### src/corep_params.svh
/*
    core prediction parameters
    sizes shared by the memory dependence predictor
    and its package types
*/

`ifndef COREP_PARAMS_SVH
`define COREP_PARAMS_SVH

// --------------------------------------------------
// fetch geometry
// --------------------------------------------------
// lanes per fetch block, one prediction each
`define COREP_FETCH_LANES       4
`define COREP_FETCH_LANE_WIDTH  2
// pc bits above the lane and byte offset
`define COREP_FETCH_IDX_WIDTH   36

// --------------------------------------------------
// table geometry
// --------------------------------------------------
`define COREP_MDPT_SETS         512
`define COREP_MDPT_IDX_WIDTH    9
`define COREP_ASID_WIDTH        9
// one byte per prediction
`define COREP_MDP_WIDTH         8

// training update buffer entries
`define COREP_UPDATE_DEPTH      4

`endif
### src/corep.sv
/*
    corep package
    shared types of the memory dependence predictor,
    sized from the parameter header
*/

`default_nettype none

`include "corep_params.svh"

package corep;

    // --------------------------------------------------
    // fetch addressing
    // --------------------------------------------------
    // pc without its lane and byte bits
    typedef logic [`COREP_FETCH_IDX_WIDTH-1:0]  fetch_idx_t;
    typedef logic [`COREP_FETCH_LANE_WIDTH-1:0] fetch_lane_t;

    // idx in the high bits, lane below it
    typedef struct packed {
        fetch_idx_t  idx;
        fetch_lane_t lane;
    } pc38_t;

    typedef logic [`COREP_ASID_WIDTH-1:0] asid_t;

    // --------------------------------------------------
    // table entries
    // --------------------------------------------------
    typedef logic [`COREP_MDPT_IDX_WIDTH-1:0] mdpt_idx_t;
    typedef logic [`COREP_MDP_WIDTH-1:0]      mdp_t;

    // lane 0 sits in the low byte
    typedef mdp_t [`COREP_FETCH_LANES-1:0] mdpt_set_t;

endpackage

`default_nettype wire

### src/mdp_update_buffer.sv
/*
    mdp_update_buffer
    small circular FIFO in front of the prediction table
    absorbs training update bursts, presents the head as a
    drain strobe and pops it in the same cycle
*/

`timescale 1ns/10ps
`default_nettype none

`include "corep_params.svh"

module mdp_update_buffer (
    input  logic          CLK,
    input  logic          rst_n,

    // push side
    input  logic          push,
    input  corep::pc38_t  push_pc38,
    input  corep::asid_t  push_asid,
    input  corep::mdp_t   push_mdp,

    // status levels
    output logic          full,
    output logic          idle,

    // drain side, table write strobe
    output logic          drain_valid,
    output corep::pc38_t  drain_pc38,
    output corep::asid_t  drain_asid,
    output corep::mdp_t   drain_mdp
);

    import corep::*;

    localparam int DEPTH = `COREP_UPDATE_DEPTH;
    localparam int PTR_W = $clog2(DEPTH);
    localparam int CNT_W = $clog2(DEPTH + 1);

    // --------------------------------------------------
    // storage
    // --------------------------------------------------
    pc38_t  buf_pc38 [DEPTH];
    asid_t  buf_asid [DEPTH];
    mdp_t   buf_mdp  [DEPTH];

    logic [PTR_W-1:0] wr_ptr;
    logic [PTR_W-1:0] rd_ptr;
    logic [CNT_W-1:0] count;

    logic pop;
    logic push_accept;

    // --------------------------------------------------
    // status and handshake-free strobes
    // --------------------------------------------------
    assign idle        = (count == '0);
    assign full        = (count == CNT_W'(DEPTH));
    assign drain_valid = !idle;

    // head leaves every cycle the FIFO holds something
    assign pop = drain_valid;

    // a full buffer still takes a push when the head pops
    assign push_accept = push && (!full || pop);

    assign drain_pc38 = buf_pc38[rd_ptr];
    assign drain_asid = buf_asid[rd_ptr];
    assign drain_mdp  = buf_mdp[rd_ptr];

    // payload, no reset
    always_ff @(posedge CLK) begin
        if (push_accept) begin
            buf_pc38[wr_ptr] <= push_pc38;
            buf_asid[wr_ptr] <= push_asid;
            buf_mdp[wr_ptr]  <= push_mdp;
        end
    end

    // --------------------------------------------------
    // pointers and occupancy
    // --------------------------------------------------
    always_ff @(posedge CLK) begin
        if (!rst_n) begin
            wr_ptr <= '0;
            rd_ptr <= '0;
            count  <= '0;
        end else begin
            if (push_accept) begin
                wr_ptr <= (wr_ptr == PTR_W'(DEPTH - 1)) ? '0 : wr_ptr + 1'b1;
            end
            if (pop) begin
                rd_ptr <= (rd_ptr == PTR_W'(DEPTH - 1)) ? '0 : rd_ptr + 1'b1;
            end
            case ({push_accept, pop})
                2'b10:   count <= count + 1'b1;
                2'b01:   count <= count - 1'b1;
                default: count <= count;
            endcase
        end
    end

endmodule

`default_nettype wire

### config.mk
export PLATFORM = sky130hd
export DESIGN_NAME = mdp_update_buffer
export DESIGN_NICKNAME = d
export VERILOG_FILES = /design/src/corep.sv /design/src/mdp_update_buffer.sv
export VERILOG_INCLUDE_DIRS = /design/src
export SDC_FILE = /design/constraint.sdc
export NUM_CORES = 1
export LEC_CHECK = 0
export BUFFER_PORTS_ARGS = -buffer_cell sky130_fd_sc_hd__buf_4
export CORE_ASPECT_RATIO = 1.2
export CORE_UTILIZATION = 50
export CTS_CLUSTER_DIAMETER = 200
export DETAILED_ROUTE_END_ITERATION = 6
export MAX_ROUTING_LAYER = met4
export PLACE_DENSITY = 0.69
export RECOVER_POWER = 50
export SYNTH_ARGS = -nofsm -noshare
export SYNTH_HDL_FRONTEND = slang
export SYNTH_SLANG_ARGS = --single-unit
### constraint.sdc
create_clock -name CLK -period 7.2 [get_ports CLK]
set_input_delay 0.36 -clock CLK [delete_from_list [all_inputs] [get_ports CLK]]
set_output_delay 0.36 -clock CLK [all_outputs]
set_load 0.02 [all_outputs]
==> summary.md, run 1 <==
| Metric | Value |
|---|---|
| FF+latch count, synth | 229 |
| Aggregate global routing overflow | 0 |
| Net count after synthesis | 407 |
| Cell class contributing the biggest share of worst-path delay | simple AND/OR/NAND/NOR gates |
| Share of power burned in registers | 0.430 |
| Post-synth top area cell | sky130_fd_sc_hd__edfxtp_1 |
| Portion of total power attributed to the clock network | 0.306 |
| Detail Route Antenna Nets | 0 |
| Run status | finished with violations |
| Final Hold Violating Endpoints | 0 |
| Crit path buffers/inverters | 2 |
| Routability congestion estimate | 0.6877 |
| Period utilization | 0.4224 |
| Sequential-to-total area share from yosys stat | 0.8000 |
| Root Driver | sky130_fd_sc_hd__clkbuf_16 |
| Violated checks | capacitance limit, slew limit |
| Number of global-route vias before repair | 3953 |
| Final core utilization | 0.6127 |
| Top-count cell post-synth | sky130_fd_sc_hd__edfxtp_1 |
| Cell breakdown of the critical path | inv_1 -> ha_1 -> and2_0 -> buf_4 |
| Number of clock buffers inserted by TritonCTS | 22 |
| Number of endpoints failing setup at the final stage | 0 |
| Main synth FF type | sky130_fd_sc_hd__edfxtp_1 |
| RSZ-0062 raised after global routing | no |
| Sequential Area | 6792 um2 |
| Cell types occupying the most area after synthesis | sky130_fd_sc_hd__edfxtp_1 (78%), sky130_fd_sc_hd__mux4_2 (13%), sky130_fd_sc_hd__dfxtp_1 (2.1%), sky130_fd_sc_hd__mux4_1 (1.5%), sky130_fd_sc_hd__buf_12 (1.2%) |
| Global-route usage over all layers | 0.1694 |
| Total power after layout | 3730 uW |
| Required arrival time at the worst endpoint | 7.33 ns |
| Final HPWL DP | 8267 um |
| Count of synthesis-stage warnings from yosys | 0 |
| Post-synthesis cell area | 8483 um2 |
| Critical path launch point type | flop |
| Peak supply drop | 0.0002479 V |
| Cell-internal power | 2707 uW |
| I/O pin count | 116 |
| Core region area | 16400 um2 |
| Final critical path time including I/O delays and setup | 3.041 ns |
| Std-Cell Rows | 51 |
| Worst path slowest cell | sky130_fd_sc_hd__and2_0 |
| Mean instance size in the synthesized netlist | 24.73 um2 |
| Number of instances in the synthesized netlist | 343 |
| Number of DRC violations after detailed routing | 0 |
| Sum Neg Setup Slack | 0 ns |
| Vias post-DR | 3742 |
| Number of enable-type register cells in the synthesized netlist | 220 |
| Clock Sinks | 229 |
| Highest attainable clock frequency | 0.3288 GHz |
| Die Area | 17490 um2 |
| Pwr/cell area | 371.2 nW/um2 |
| Total wire length | 13940 um |
| Chip height | 144.7 um |
| Setup fix buffers added after clock tree synthesis | 0 |
| Fraction of power consumed by combinational cells | 0.265 |
| Detailed-router iteration count before antenna repair | 4 |
| Type of destination of the critical path | flop |
| FFs w/ async S/R, synth | 0 |
| Startpoint-to-endpoint class of the critical path | reg -> reg |
| Wire length of the first global-routing pass | 21110 um |
| Delay of the slowest critical-path stage | 1.49 ns |
| Total placed instance area | 9522 um2 |
| Number of antenna violations at the first check in global routing | 1 |
| Maximum number of pins on one net before global-route repair | 56 |
| Slew at the pin with the worst max-slew slack | 2.026 ns |
| Arrival time reported for the critical path endpoint | 3.17 ns |
| Area of combinational cells with multiple inputs | 1515 um2 |
| Fraction of power spent switching nets | 0.2743 |
| Smallest hold slack | 0.1252 ns |
| Synth cell count leaders | sky130_fd_sc_hd__edfxtp_1 (220), sky130_fd_sc_hd__mux4_2 (50), sky130_fd_sc_hd__dfxtp_1 (9), sky130_fd_sc_hd__inv_1 (9) |
| Post_cts resized | 0 |
| Synth-to-layout area growth | 18.45% |
| Yosys top cell area share | 0.7788 |
| Fraction of final layout cells with drive strength greater than 1 | 0.3116 |
| Standby leakage power | 0.003308 uW |
| Switching power | 1023 uW |
| Class of the tightest hold or removal check | in -> reg |
| Post-route design area | 10050 um2 |
| Die outline width | 120.9 um |
| Number of distinct library cells after synthesis | 24 |
| WL per Instance | 19.79 um |
| Maximum clock path buffer count | 3 |
| Max-slew violation total from the final report | 53 |
| Final-stage net count | 539 |
| Later-pin clock latency in the skew report | 0.48 ns |
| Number of vias per cell after detailed routing | 5.315 |
| Worst-case headroom to the max-slew limit | -0.3513 |
| IO Port Bufs | 115 |
| Post-CTS Hold Fix Bufs | 0 |
| Fill cell count | 1188 |
| Number of H-tree levels | 1 |
| Reg clk slew, reported paths | 0.06 ns |
| TritonCTS clock tree | built |
| Initial core utilization | 0.5173 |
| Iteration-0 DRC Markers | 264 |
| Worst setup skew after layout | 0.008696 ns |
| Max-cap viol count | 2 |
| Critical path peak fanout | 28 |
[sequential cells by signal, summed over array words and instances (netlist names), named ones only]
name / count
count: 3
wr_ptr: 2
buf_asid: 36
rd_ptr: 2
buf_mdp: 32
buf_pc38: 152
[worst paths after layout]
| check | startpoint | end | slack [ns] | cells after the start |
|---|---|---|---|---|
| setup / recovery | wr_ptr[1] | buf_pc38[1][11] | 4.16 | 4 |
| hold / removal | push_pc38[24] | buf_pc38[2][24] | 0.13 | 1 |
| setup reg to reg | wr_ptr[1] | buf_pc38[1][11] | 4.16 | 4 |
| hold reg to reg | rd_ptr[0] | flop | 0.50 | 2 |
[power by group through the flow]
stage          clock, uW  combinational [uW]  sequential [uW]
2_1_floorplan          0                 752             1580
3_3_place_gp           0                1010             1630
3_5_place_dp           0                1020             1640
4_1_cts             1170                1020             1610
5_1_grt             1220                1050             1610
6_report            1140                 988             1600
[logic make-up after synthesis]
group                      synth area share
and+or+nand+nor                     0.01313
buffers and inverters               0.02109
muxes                                0.1506
AOI/OAI and AO/OA                  0.005458
adders and majority gates          0.009735
DFF                                  0.8000
[layout make-up]
type | instances | share of cell area
Clock inverter | 16 | 0.01581
Inverter | 9 | 0.003362
Sequential cell | 229 | 0.6759
Clock buffer | 24 | 0.05765
Multi-Input combinational cell | 92 | 0.1508
Timing Repair Buffer | 121 | 0.06985
Antenna cell | 1 | 0.0002490
Tap cell | 212 | 0.02640
[worst reg2reg max path: stages, from the launching register on]
cell and delay, ns:
sky130_fd_sc_hd__dfxtp_1 0.34, sky130_fd_sc_hd__inv_1 0.09, sky130_fd_sc_hd__ha_1 0.14, sky130_fd_sc_hd__and2_0 1.49, sky130_fd_sc_hd__buf_4 0.62
[metal layers]
metal | up-vias | share of wire | track usage
met4 | 0 | 0.018 | 0.05393
met2 | 100 | 0.53 | 0.2839
li1 | 1710 | - | -
met5 | - | 0 | -
met3 | 20 | 0.050 | 0.03213
met1 | 1912 | 0.40 | 0.2107
[layout by cell type (no fill, tap or decap), types with 5 or more instances in the layout]
master,synthesis,routed
sky130_fd_sc_hd__buf_4,0,66
sky130_fd_sc_hd__clkbuf_1,1,56
sky130_fd_sc_hd__clkbuf_16,0,23
sky130_fd_sc_hd__clkinv_1,0,6
sky130_fd_sc_hd__clkinv_2,0,6
sky130_fd_sc_hd__dfxtp_1,9,7
sky130_fd_sc_hd__edfxtp_1,220,220
sky130_fd_sc_hd__ha_1,5,5
sky130_fd_sc_hd__inv_1,9,9
sky130_fd_sc_hd__mux4_1,5,5
sky130_fd_sc_hd__mux4_2,50,50
sky130_fd_sc_hd__nor2_1,5,5
[metrics by stage]
step,instances,setup slack (ns)
after floorplan,343,4.835
after global placement,663,4.667
after detailed placement,663,4.665
after CTS,703,4.150
after global routing,704,3.842
final,704,4.159
(Power assumes the default switching activity.)
==> run 2: changes to the inputs <==
--- a/config.mk
+++ b/config.mk
@@ -6,13 +6,14 @@
 export SDC_FILE = /design/constraint.sdc
 export NUM_CORES = 1
 export LEC_CHECK = 0
+export ABC_AREA = 1
 export BUFFER_PORTS_ARGS = -buffer_cell sky130_fd_sc_hd__buf_4
 export CORE_ASPECT_RATIO = 1.2
 export CORE_UTILIZATION = 50
 export CTS_CLUSTER_DIAMETER = 200
 export DETAILED_ROUTE_END_ITERATION = 6
 export MAX_ROUTING_LAYER = met4
-export PLACE_DENSITY = 0.69
+export PLACE_DENSITY = 0.72
 export RECOVER_POWER = 50
 export SYNTH_ARGS = -nofsm -noshare
 export SYNTH_HDL_FRONTEND = slang
==> constraint.sdc (replaced) <==
create_clock -name CLK -period 2.7 [get_ports CLK]
set_input_delay 0.135 -clock CLK [delete_from_list [all_inputs] [get_ports CLK]]
set_output_delay 0.135 -clock CLK [all_outputs]
set_load 0.02 [all_outputs]
==> run 2 against run 1 <==
The flow now finishes without violations. Hold slack improved by 0.31 ns. Via count is 48% higher. Cell count rose by 42%. Utilization increased by 2.9 points. Synthesized area is 1.6% higher. First-iteration DRC count is 88% higher. Clock skew about the same. Power rose to 2.8 times the previous value. Count of clock-buffer cells in the layout rose by 2. Wire length increased by 35%. Register-to-register slack worse by 3.5 ns. Critical endpoint is now drain_mdp[3].
==> summary.md, run 2 <==
| Metric | Value |
|---|---|
| Run status | finished, final reports clean |
| Minimum setup slack among reg-to-reg paths | 0.62 ns (-3.54 ns) |
| TritonCTS clock tree | built |
| Sum Neg Setup Slack | 0 ns (unchanged) |
| Destination of the worst register-to-register timing path | buf_asid[1][3] |
| Std-Cell Rows | 52 (+2.0%) |
| Number of antenna violations at the first check in global routing | 1 (unchanged) |
| Startpoint-to-endpoint class of the critical path | reg -> out |
| Fraction of final layout cells with drive strength greater than 1 | 0.1430 (-0.1686) |
| Clock Sinks | 229 (unchanged) |
| RSZ-0062 raised after global routing | no |
| Cell types occupying the most area after synthesis | sky130_fd_sc_hd__edfxtp_1 (77%), sky130_fd_sc_hd__nor2_1 (5.1%), sky130_fd_sc_hd__o22ai_1 (4.0%), sky130_fd_sc_hd__o21ai_0 (3.9%), sky130_fd_sc_hd__o21ai_1 (2.8%) |
| Number of endpoints failing setup at the final stage | 0 (unchanged) |
| Detail Route Antenna Nets | 0 (unchanged) |
| Most common cell after layout, fill and taps aside | sky130_fd_sc_hd__edfxtp_1 |
| Maximum number of pins on one net before global-route repair | 111 (+98%) |
| Peak supply drop | 0.0007267 V (+190%) |
| Most used cells in the layout excluding fill and tap cells | sky130_fd_sc_hd__edfxtp_1 (220), sky130_fd_sc_hd__nor2_1 (116), sky130_fd_sc_hd__o21ai_0 (70) |
| Number of H-tree levels | 1 (unchanged) |
| Top flop regs | buf_pc38: 152 flops, buf_asid: 36 flops, buf_mdp: 32 flops |
| Iteration-0 DRC Markers | 497 (+88%) |
| Reg clk slew, reported paths | 0.06 ns (about the same) |
| Switching power | 3356 uW (+230%) |
| Vias post-DR | 5536 (+48%) |
| Total wire length | 18760 um (+35%) |
| Max-cap viol count | 0 (-2) |
| Number of distinct library cells after synthesis | 21 (-13%) |
| Delay of the slowest critical-path stage | 0.59 ns (-0.90 ns) |
| Synth cell count leaders | sky130_fd_sc_hd__edfxtp_1 (220), sky130_fd_sc_hd__nor2_1 (116), sky130_fd_sc_hd__o21ai_0 (67), sky130_fd_sc_hd__o22ai_1 (55), sky130_fd_sc_hd__o21ai_1 (49) |
| Initial core utilization | 0.5113 (-0.005995) |
| Synth-to-layout area growth | 25.57% |
| Sequential-to-total area share from yosys stat | 0.7877 (-0.01231) |
| FF+latch count, synth | 229 (unchanged) |
| Max-slew violation total from the final report | 0 (-100%) |
| Die outline width | 121.8 um (+0.77%) |
| Number of enable-type register cells in the synthesized netlist | 220 (unchanged) |
| Hold Startpoint | push_pc38[37] |
| Chip height | 145.8 um (+0.77%) |
| Fraction of power spent switching nets | 0.3163 (+0.04198) |
| Cell-internal power | 7253 uW (+170%) |
| Portion of total power attributed to the clock network | 0.311 (+0.005) |
| Final Hold Violating Endpoints | 0 (unchanged) |
| Number of clock buffers inserted by TritonCTS | 23 (+4.5%) |
| Count of synthesis-stage warnings from yosys | 0 (unchanged) |
| Aggregate global routing overflow | 0 (unchanged) |
| Final-stage net count | 832 (+54%) |
| Critical path peak fanout | 110 (+290%) |
| Worst setup skew after layout | 0.008943 ns (+0.0002466 ns) |
| Flip-flop count of the largest register, all copies and words added | 152 (unchanged) |
| Yosys top cell area share | 0.7668 (-0.01199) |
| Later-pin clock latency in the skew report | 0.50 ns (+0.02 ns) |
| Final HPWL DP | 10730 um (+30%) |
| Min-Delay Endpoint | buf_pc38[1][37] |
| Global-route usage over all layers | 0.2220 (+0.05263) |
| Die Area | 17760 um2 (+1.5%) |
| Register containing the most flip-flops in the final layout | buf_pc38 |
| Period utilization | 0.8504 |
| Number of global-route vias before repair | 5729 (+45%) |
| I/O pin count | 116 (unchanged) |
| Slew at the pin with the worst max-slew slack | 0.9953 ns (-1.031 ns) |
| Cell count of the worst hold path | 2 (+1) |
| FFs w/ async S/R, synth | 0 (unchanged) |
| Total power after layout | 10610 uW (+180%) |
| Net count after synthesis | 658 (+62%) |
| Core region area | 16850 um2 (+2.8%) |
| Share of power burned in registers | 0.392 (-0.038) |
| Final critical path time including I/O delays and setup | 2.296 ns |
| Number of DRC violations after detailed routing | 0 (unchanged) |
| Post-synth top area cell | sky130_fd_sc_hd__edfxtp_1 |
| FF-to-FF path depth | 5 (+1) |
| Pwr/cell area | 980.6 nW/um2 (+160%) |
| Setup fix buffers added after clock tree synthesis | 0 (unchanged) |
| Cell breakdown of the critical path | buf_6 -> o21ai_0 -> o22ai_1 -> buf_4 |
| Worst-case headroom to the max-slew limit | 0.3357 (+0.6871) |
| WL per Instance | 18.76 um (-5.2%) |
| Top-count cell post-synth | sky130_fd_sc_hd__edfxtp_1 |
| Main synth FF type | sky130_fd_sc_hd__edfxtp_1 |
| Mean instance size in the synthesized netlist | 14.50 um2 (-41%) |
| Worst path slowest cell | sky130_fd_sc_hd__buf_6 |
| Fraction of power consumed by combinational cells | 0.298 (+0.033) |
| Maximum clock path buffer count | 3 (unchanged) |
| Arrival time reported for the critical path endpoint | 2.16 ns (-1.01 ns) |
| Root Driver | sky130_fd_sc_hd__clkbuf_16 |
| Number of vias per cell after detailed routing | 5.536 (+4.2%) |
| Smallest hold slack | 0.4352 ns (+0.3101 ns) |
| Required arrival time at the worst endpoint | 2.57 ns (-4.76 ns) |
| Wire length of the first global-routing pass | 29310 um (+39%) |
| Number of instances in the synthesized netlist | 594 (+73%) |
| Type of destination of the critical path | output pin |
| Standby leakage power | 0.003768 uW (+14%) |
| Critical path launch point type | flop |
| Fill cell count | 1224 (+3.0%) |
| Detailed-router iteration count before antenna repair | 4 (unchanged) |
| Routability congestion estimate | 0.7675 (+12%) |
| Highest attainable clock frequency | 0.4355 GHz |
| IO Port Bufs | 115 (unchanged) |
| Post-synthesis cell area | 8616 um2 (+1.6%) |
| Beginning of the worst register-to-register path | wr_ptr[1] |
| Class of the tightest hold or removal check | in -> reg |
-- run 2: power by group through the flow --
| stage | sequential [uW] | combinational, uW | clock [uW] |
|---|---|---|---|
| 2_1_floorplan | 4210 | 1990 | 0 |
| 3_3_place_gp | 4210 | 3070 | 0 |
| 3_5_place_dp | 4230 | 3140 | 0 |
| 4_1_cts | 4150 | 3230 | 3340 |
| 5_1_grt | 4170 | 3430 | 3490 |
| 6_report | 4160 | 3160 | 3300 |
-- run 2: area by class of cell --
class	instances	area [um2]	area share
Clock buffer	26	586.8	0.05424
Timing Repair Buffer	185	1381	0.1277
Inverter	17	65.06	0.006014
Clock inverter	14	193.9	0.01793
Antenna cell	1	2.502	0.0002313
Tap cell	216	270.3	0.02498
Sequential cell	229	6792	0.6277
Multi-Input combinational cell	312	1528	0.1412
-- run 2: cells by family after synthesis --
kind of cell / after synthesis / share of synthesized area
fa+ha+maj: 6 / 0.009585
flops: 229 / 0.7877
compound gates: 176 / 0.1104
buf+inv: 53 / 0.03471
simple gates: 130 / 0.05765
-- run 2: worst max path at each step --
stage | startpoint | endpoint | slack, ns
2_1_floorplan | wr_ptr[0] | buf_asid[3][0] | 0.62
3_3_place_gp | flop | drain_mdp[3] | 0.77
3_5_place_dp | flop | drain_pc38[6] | 0.71
4_1_cts | flop | drain_mdp[3] | 0.17
5_1_grt | flop | drain_mdp[3] | 0.26
6_report | flop | drain_mdp[3] | 0.40
-- run 2: per-layer routing --
metal  vias up  GRT usage  share of wire
li1       2565          -              -
met1      2775     0.2713           0.40
met2       165     0.3706           0.52
met3        31    0.03958          0.052
met4         0    0.07346          0.027
met5         -          -              0
-- run 2: worst max-delay path, delay by kind of cell (launching register included) --
kind / cells / cell delay (ns)
buffers and inverters: 2 / 0.79
flip-flops: 1 / 0.35
AO/OA/AOI/OAI: 2 / 0.52
-- run 2: through the flow --
| stage | instance area [um2] | util | worst slack, ns | instances |
|---|---|---|---|---|
| 3_5_place_dp | 9661 | 0.5733 | 0.7051 | 901 |
| 3_3_place_gp | 9661 | 0.5733 | 0.7663 | 901 |
| 2_1_floorplan | 8616 | - | 0.6198 | 594 |
| 6_report | 10820 | 0.6420 | 0.4039 | 1000 |
| 5_1_grt | 10820 | 0.6420 | 0.2638 | 1000 |
| 4_1_cts | 11020 | 0.6541 | 0.1709 | 999 |
-- run 2: timing repair --
| item | in CTS | in global routing |
|---|---|---|
| resized for setup | 0 | 1 |
| hold endpoints to repair | 226 | 0 |
| hold buffers | 58 | 0 |
| endpoints found under the setup margin | 0 | 1 |
==> run 3: changes to the inputs <==
--- a/config.mk
+++ b/config.mk
@@ -6,14 +6,14 @@
 export SDC_FILE = /design/constraint.sdc
 export NUM_CORES = 1
 export LEC_CHECK = 0
-export ABC_AREA = 1
 export BUFFER_PORTS_ARGS = -buffer_cell sky130_fd_sc_hd__buf_4
 export CORE_ASPECT_RATIO = 1.2
 export CORE_UTILIZATION = 50
+export CTS_BUF_LIST = sky130_fd_sc_hd__clkbuf_16
 export CTS_CLUSTER_DIAMETER = 200
 export DETAILED_ROUTE_END_ITERATION = 6
 export MAX_ROUTING_LAYER = met4
-export PLACE_DENSITY = 0.72
+export PLACE_DENSITY = 0.69
 export RECOVER_POWER = 50
 export SYNTH_ARGS = -nofsm -noshare
 export SYNTH_HDL_FRONTEND = slang
==> constraint.sdc (replaced) <==
create_clock -name CLK -period 2.3 [get_ports CLK]
set_input_delay 0.115 -clock CLK [delete_from_list [all_inputs] [get_ports CLK]]
set_output_delay 0.115 -clock CLK [all_outputs]
set_load 0.02 [all_outputs]
==> run 3 against run 2 <==
Count of clock-buffer cells in the layout is 3 lower. Design area is 0.30% lower. Clock power is 8.2% higher. First-iteration DRC count is 52% lower. Sequential share of layout area is 0.19 points higher. Hold slack worse by 0.016 ns. Flip-flop and latch count stayed put. Register-to-register slack worse by 0.22 ns. Wire length is 19% lower. Via count is 25% lower. Largest cell class unchanged. Highest routed layer unchanged.
==> summary.md, run 3 (same netlist as run 1, synthesis figures left out) <==
| Metric | Value |
|---|---|
| Number of endpoints failing setup at the final stage | 0 (unchanged) |
| IO Port Bufs | 115 (unchanged) |
| FF-to-FF path depth | 4 (-1) |
| Aggregate global routing overflow | 0 (unchanged) |
| Flip-flop count of the largest register, all copies and words added | 152 (unchanged) |
| Sequential Area | 6792 um2 (unchanged) |
| Total placed instance area | 9649 um2 (-0.12%) |
| Class of the tightest hold or removal check | in -> reg |
| Detail Route Antenna Nets | 0 (unchanged) |
| Final critical path time including I/O delays and setup | 2.025 ns |
| Reg clk slew, reported paths | 0.06 ns (about the same) |
| Max-slew violation total from the final report | 0 (unchanged) |
| Setup ws final | 0.2749 ns (-0.1290 ns) |
| I/O pin count | 116 (unchanged) |
| Slew at the pin with the worst max-slew slack | 0.9527 ns (-0.04254 ns) |
| Post_cts resized | 0 (unchanged) |
| Final-stage net count | 616 (-26%) |
| Routability congestion estimate | 0.6961 (-9.3%) |
| Run status | finished, final reports clean |
| Chip height | 144.7 um (-0.76%) |
| Top flop regs | buf_pc38: 152 flops, buf_asid: 36 flops, buf_mdp: 32 flops |
| Destination of the worst register-to-register timing path | buf_pc38[0][15] |
| Number of clock buffers inserted by TritonCTS | 23 (unchanged) |
| Final Hold Violating Endpoints | 0 (unchanged) |
| Startpoint-to-endpoint class of the critical path | reg -> out |
| Most common cell after layout, fill and taps aside | sky130_fd_sc_hd__edfxtp_1 |
| Worst setup skew after layout | 0.006847 ns (-0.002096 ns) |
| Later-pin clock latency in the skew report | 0.49 ns (about the same) |
| Pwr/cell area | 1111 nW/um2 (+13%) |
| Total wire length | 15270 um (-19%) |
| Worst setup slack before clock tree synthesis | 0.4791 ns (-0.2259 ns) |
| Maximum number of pins on one net before global-route repair | 31 (-72%) |
| Final core utilization | 0.6577 (+0.01570) |
| Number of antenna violations at the first check in global routing | 1 (unchanged) |
| Die outline width | 120.9 um (-0.76%) |
| Peak supply drop | 0.0008228 V (+13%) |
| Total power after layout | 11990 uW (+13%) |
| RSZ-0062 raised after global routing | no |
| Initial core utilization | 0.5173 (+0.005995) |
| Minimum setup slack among reg-to-reg paths | 0.40 ns (-0.22 ns) |
| Number of DRC violations after detailed routing | 0 (unchanged) |
| Type of destination of the critical path | output pin |
| Synth-to-layout area growth | 27.15% |
| Clock Sinks | 229 (unchanged) |
| WL per Instance | 19.55 um (+4.2%) |
| Number of global-route vias before repair | 4458 (-22%) |
| Required arrival time at the worst endpoint | 2.18 ns (-0.39 ns) |
| Die Area | 17490 um2 (-1.5%) |
| Critical path peak fanout | 15 (-86%) |
| Number of H-tree levels | 1 (unchanged) |
| Core region area | 16400 um2 (-2.7%) |
| Std-Cell Rows | 51 (-1.9%) |
| Area of combinational cells with multiple inputs | 1520 um2 (-0.49%) |
| Fraction of final layout cells with drive strength greater than 1 | 0.2975 (+0.1545) |
| Standby leakage power | 0.003661 uW (-2.8%) |
| Number of vias per cell after detailed routing | 5.342 (-3.5%) |
| Beginning of the worst register-to-register path | wr_ptr[0] |
| Post-route design area | 10790 um2 (-0.30%) |
| Fill cell count | 1133 (-7.4%) |
| Arrival time reported for the critical path endpoint | 1.91 ns (-0.25 ns) |
| Iteration-0 DRC Markers | 237 (-52%) |
| TritonCTS clock tree | built |
| Worst-case headroom to the max-slew limit | 0.3648 (+0.02909) |
| Register containing the most flip-flops in the final layout | buf_pc38 |
| Highest attainable clock frequency | 0.4938 GHz |
| Critical path launch point type | flop |
| Destination of the critical timing path | drain_asid[0] |
| Period utilization | 0.8805 |
| Root Driver | sky130_fd_sc_hd__clkbuf_16 |
| Most used cells in the layout excluding fill and tap cells | sky130_fd_sc_hd__edfxtp_1 (220), sky130_fd_sc_hd__buf_4 (78), sky130_fd_sc_hd__dlygate4sd3_1 (57) |
| Maximum clock path buffer count | 3 (unchanged) |
| Vias post-DR | 4172 (-25%) |
| Final HPWL DP | 9346 um (-13%) |
| Detailed-router iteration count before antenna repair | 4 (unchanged) |
| Sum Neg Setup Slack | 0 ns (unchanged) |
| Global-route usage over all layers | 0.1857 (-0.03633) |
| Max-cap viol count | 0 (unchanged) |
| Wire length of the first global-routing pass | 23570 um (-20%) |
run 3: cell types whose count changed in the layout (fill, tap and decap cells not counted), sizes merged, moves of 3 or more:
cell / before / now
o22ai: 55 / 0
o21ai: 116 / 4
clkinv: 9 / 6
buf: 72 / 81
and2: 0 / 5
mux4: 0 / 55
or3: 0 / 3
nor2: 116 / 5
nand2: 10 / 2
run 3: worst min-delay path by stage:
stage,startpoint,endpoint,slack (ns),cells after the start
floorplan,push_asid[0],buf_asid[0][0],0.21,0
global placement,push_asid[1],buf_asid[1][1],0.31,1
detailed placement,push_pc38[7],buf_pc38[0][7],0.32,1
CTS,push_mdp[2],buf_mdp[3][2],0.35,2
global route,push_mdp[0],buf_mdp[1][0],0.43,2
finish,push_pc38[7],buf_pc38[0][7],0.42,2
run 3: timing repair:
action	4_1_cts	5_1_grt
hold buffers	57	0
endpoints found under the setup margin	0	1
setup buffers	0	7
hold endpoints to repair	227	0
run 3: power by group:
| part | total, uW | internal [uW] | switching, uW |
|---|---|---|---|
| clock network | 3570 | 2140 | 1420 |
| logic | 3510 | 1750 | 1760 |
| registers | 4910 | 4800 | 113 |
| total | 12000 | 8690 | 3300 |
run 3: metal layers:
layer	wire, um	share of wire	global-route usage	vias up
li1	-	-	-	1871
met1	6160	0.40	0.2295	2165
met2	8161	0.53	0.3194	111
met3	649	0.043	0.02782	25
met4	294	0.019	0.05718	0
met5	0	0	-	-
run 3: area by class of cell:
type	count	share of cell area
clock buffers	23	0.05336
diodes	1	0.0002320
multi-input cells	92	0.1409
repair buffers	197	0.1336
inverters	9	0.003132
flip-flops and latches	229	0.6296
clock inverters	18	0.01450
well taps	212	0.02459
run 3: critical path, stage by stage, from the launching register on:
cell and delay [ns]:
sky130_fd_sc_hd__dfxtp_4 0.44, sky130_fd_sc_hd__buf_12 0.20, sky130_fd_sc_hd__mux4_1 0.59, sky130_fd_sc_hd__buf_4 0.18
run 3: per-stage QoR:
step | hold slack [ns] | instances
after floorplan | 0.2139 | 343
after global placement | 0.3136 | 675
after detailed placement | 0.3193 | 675
after CTS | 0.3483 | 773
after global routing | 0.4299 | 781
final | 0.4196 | 781
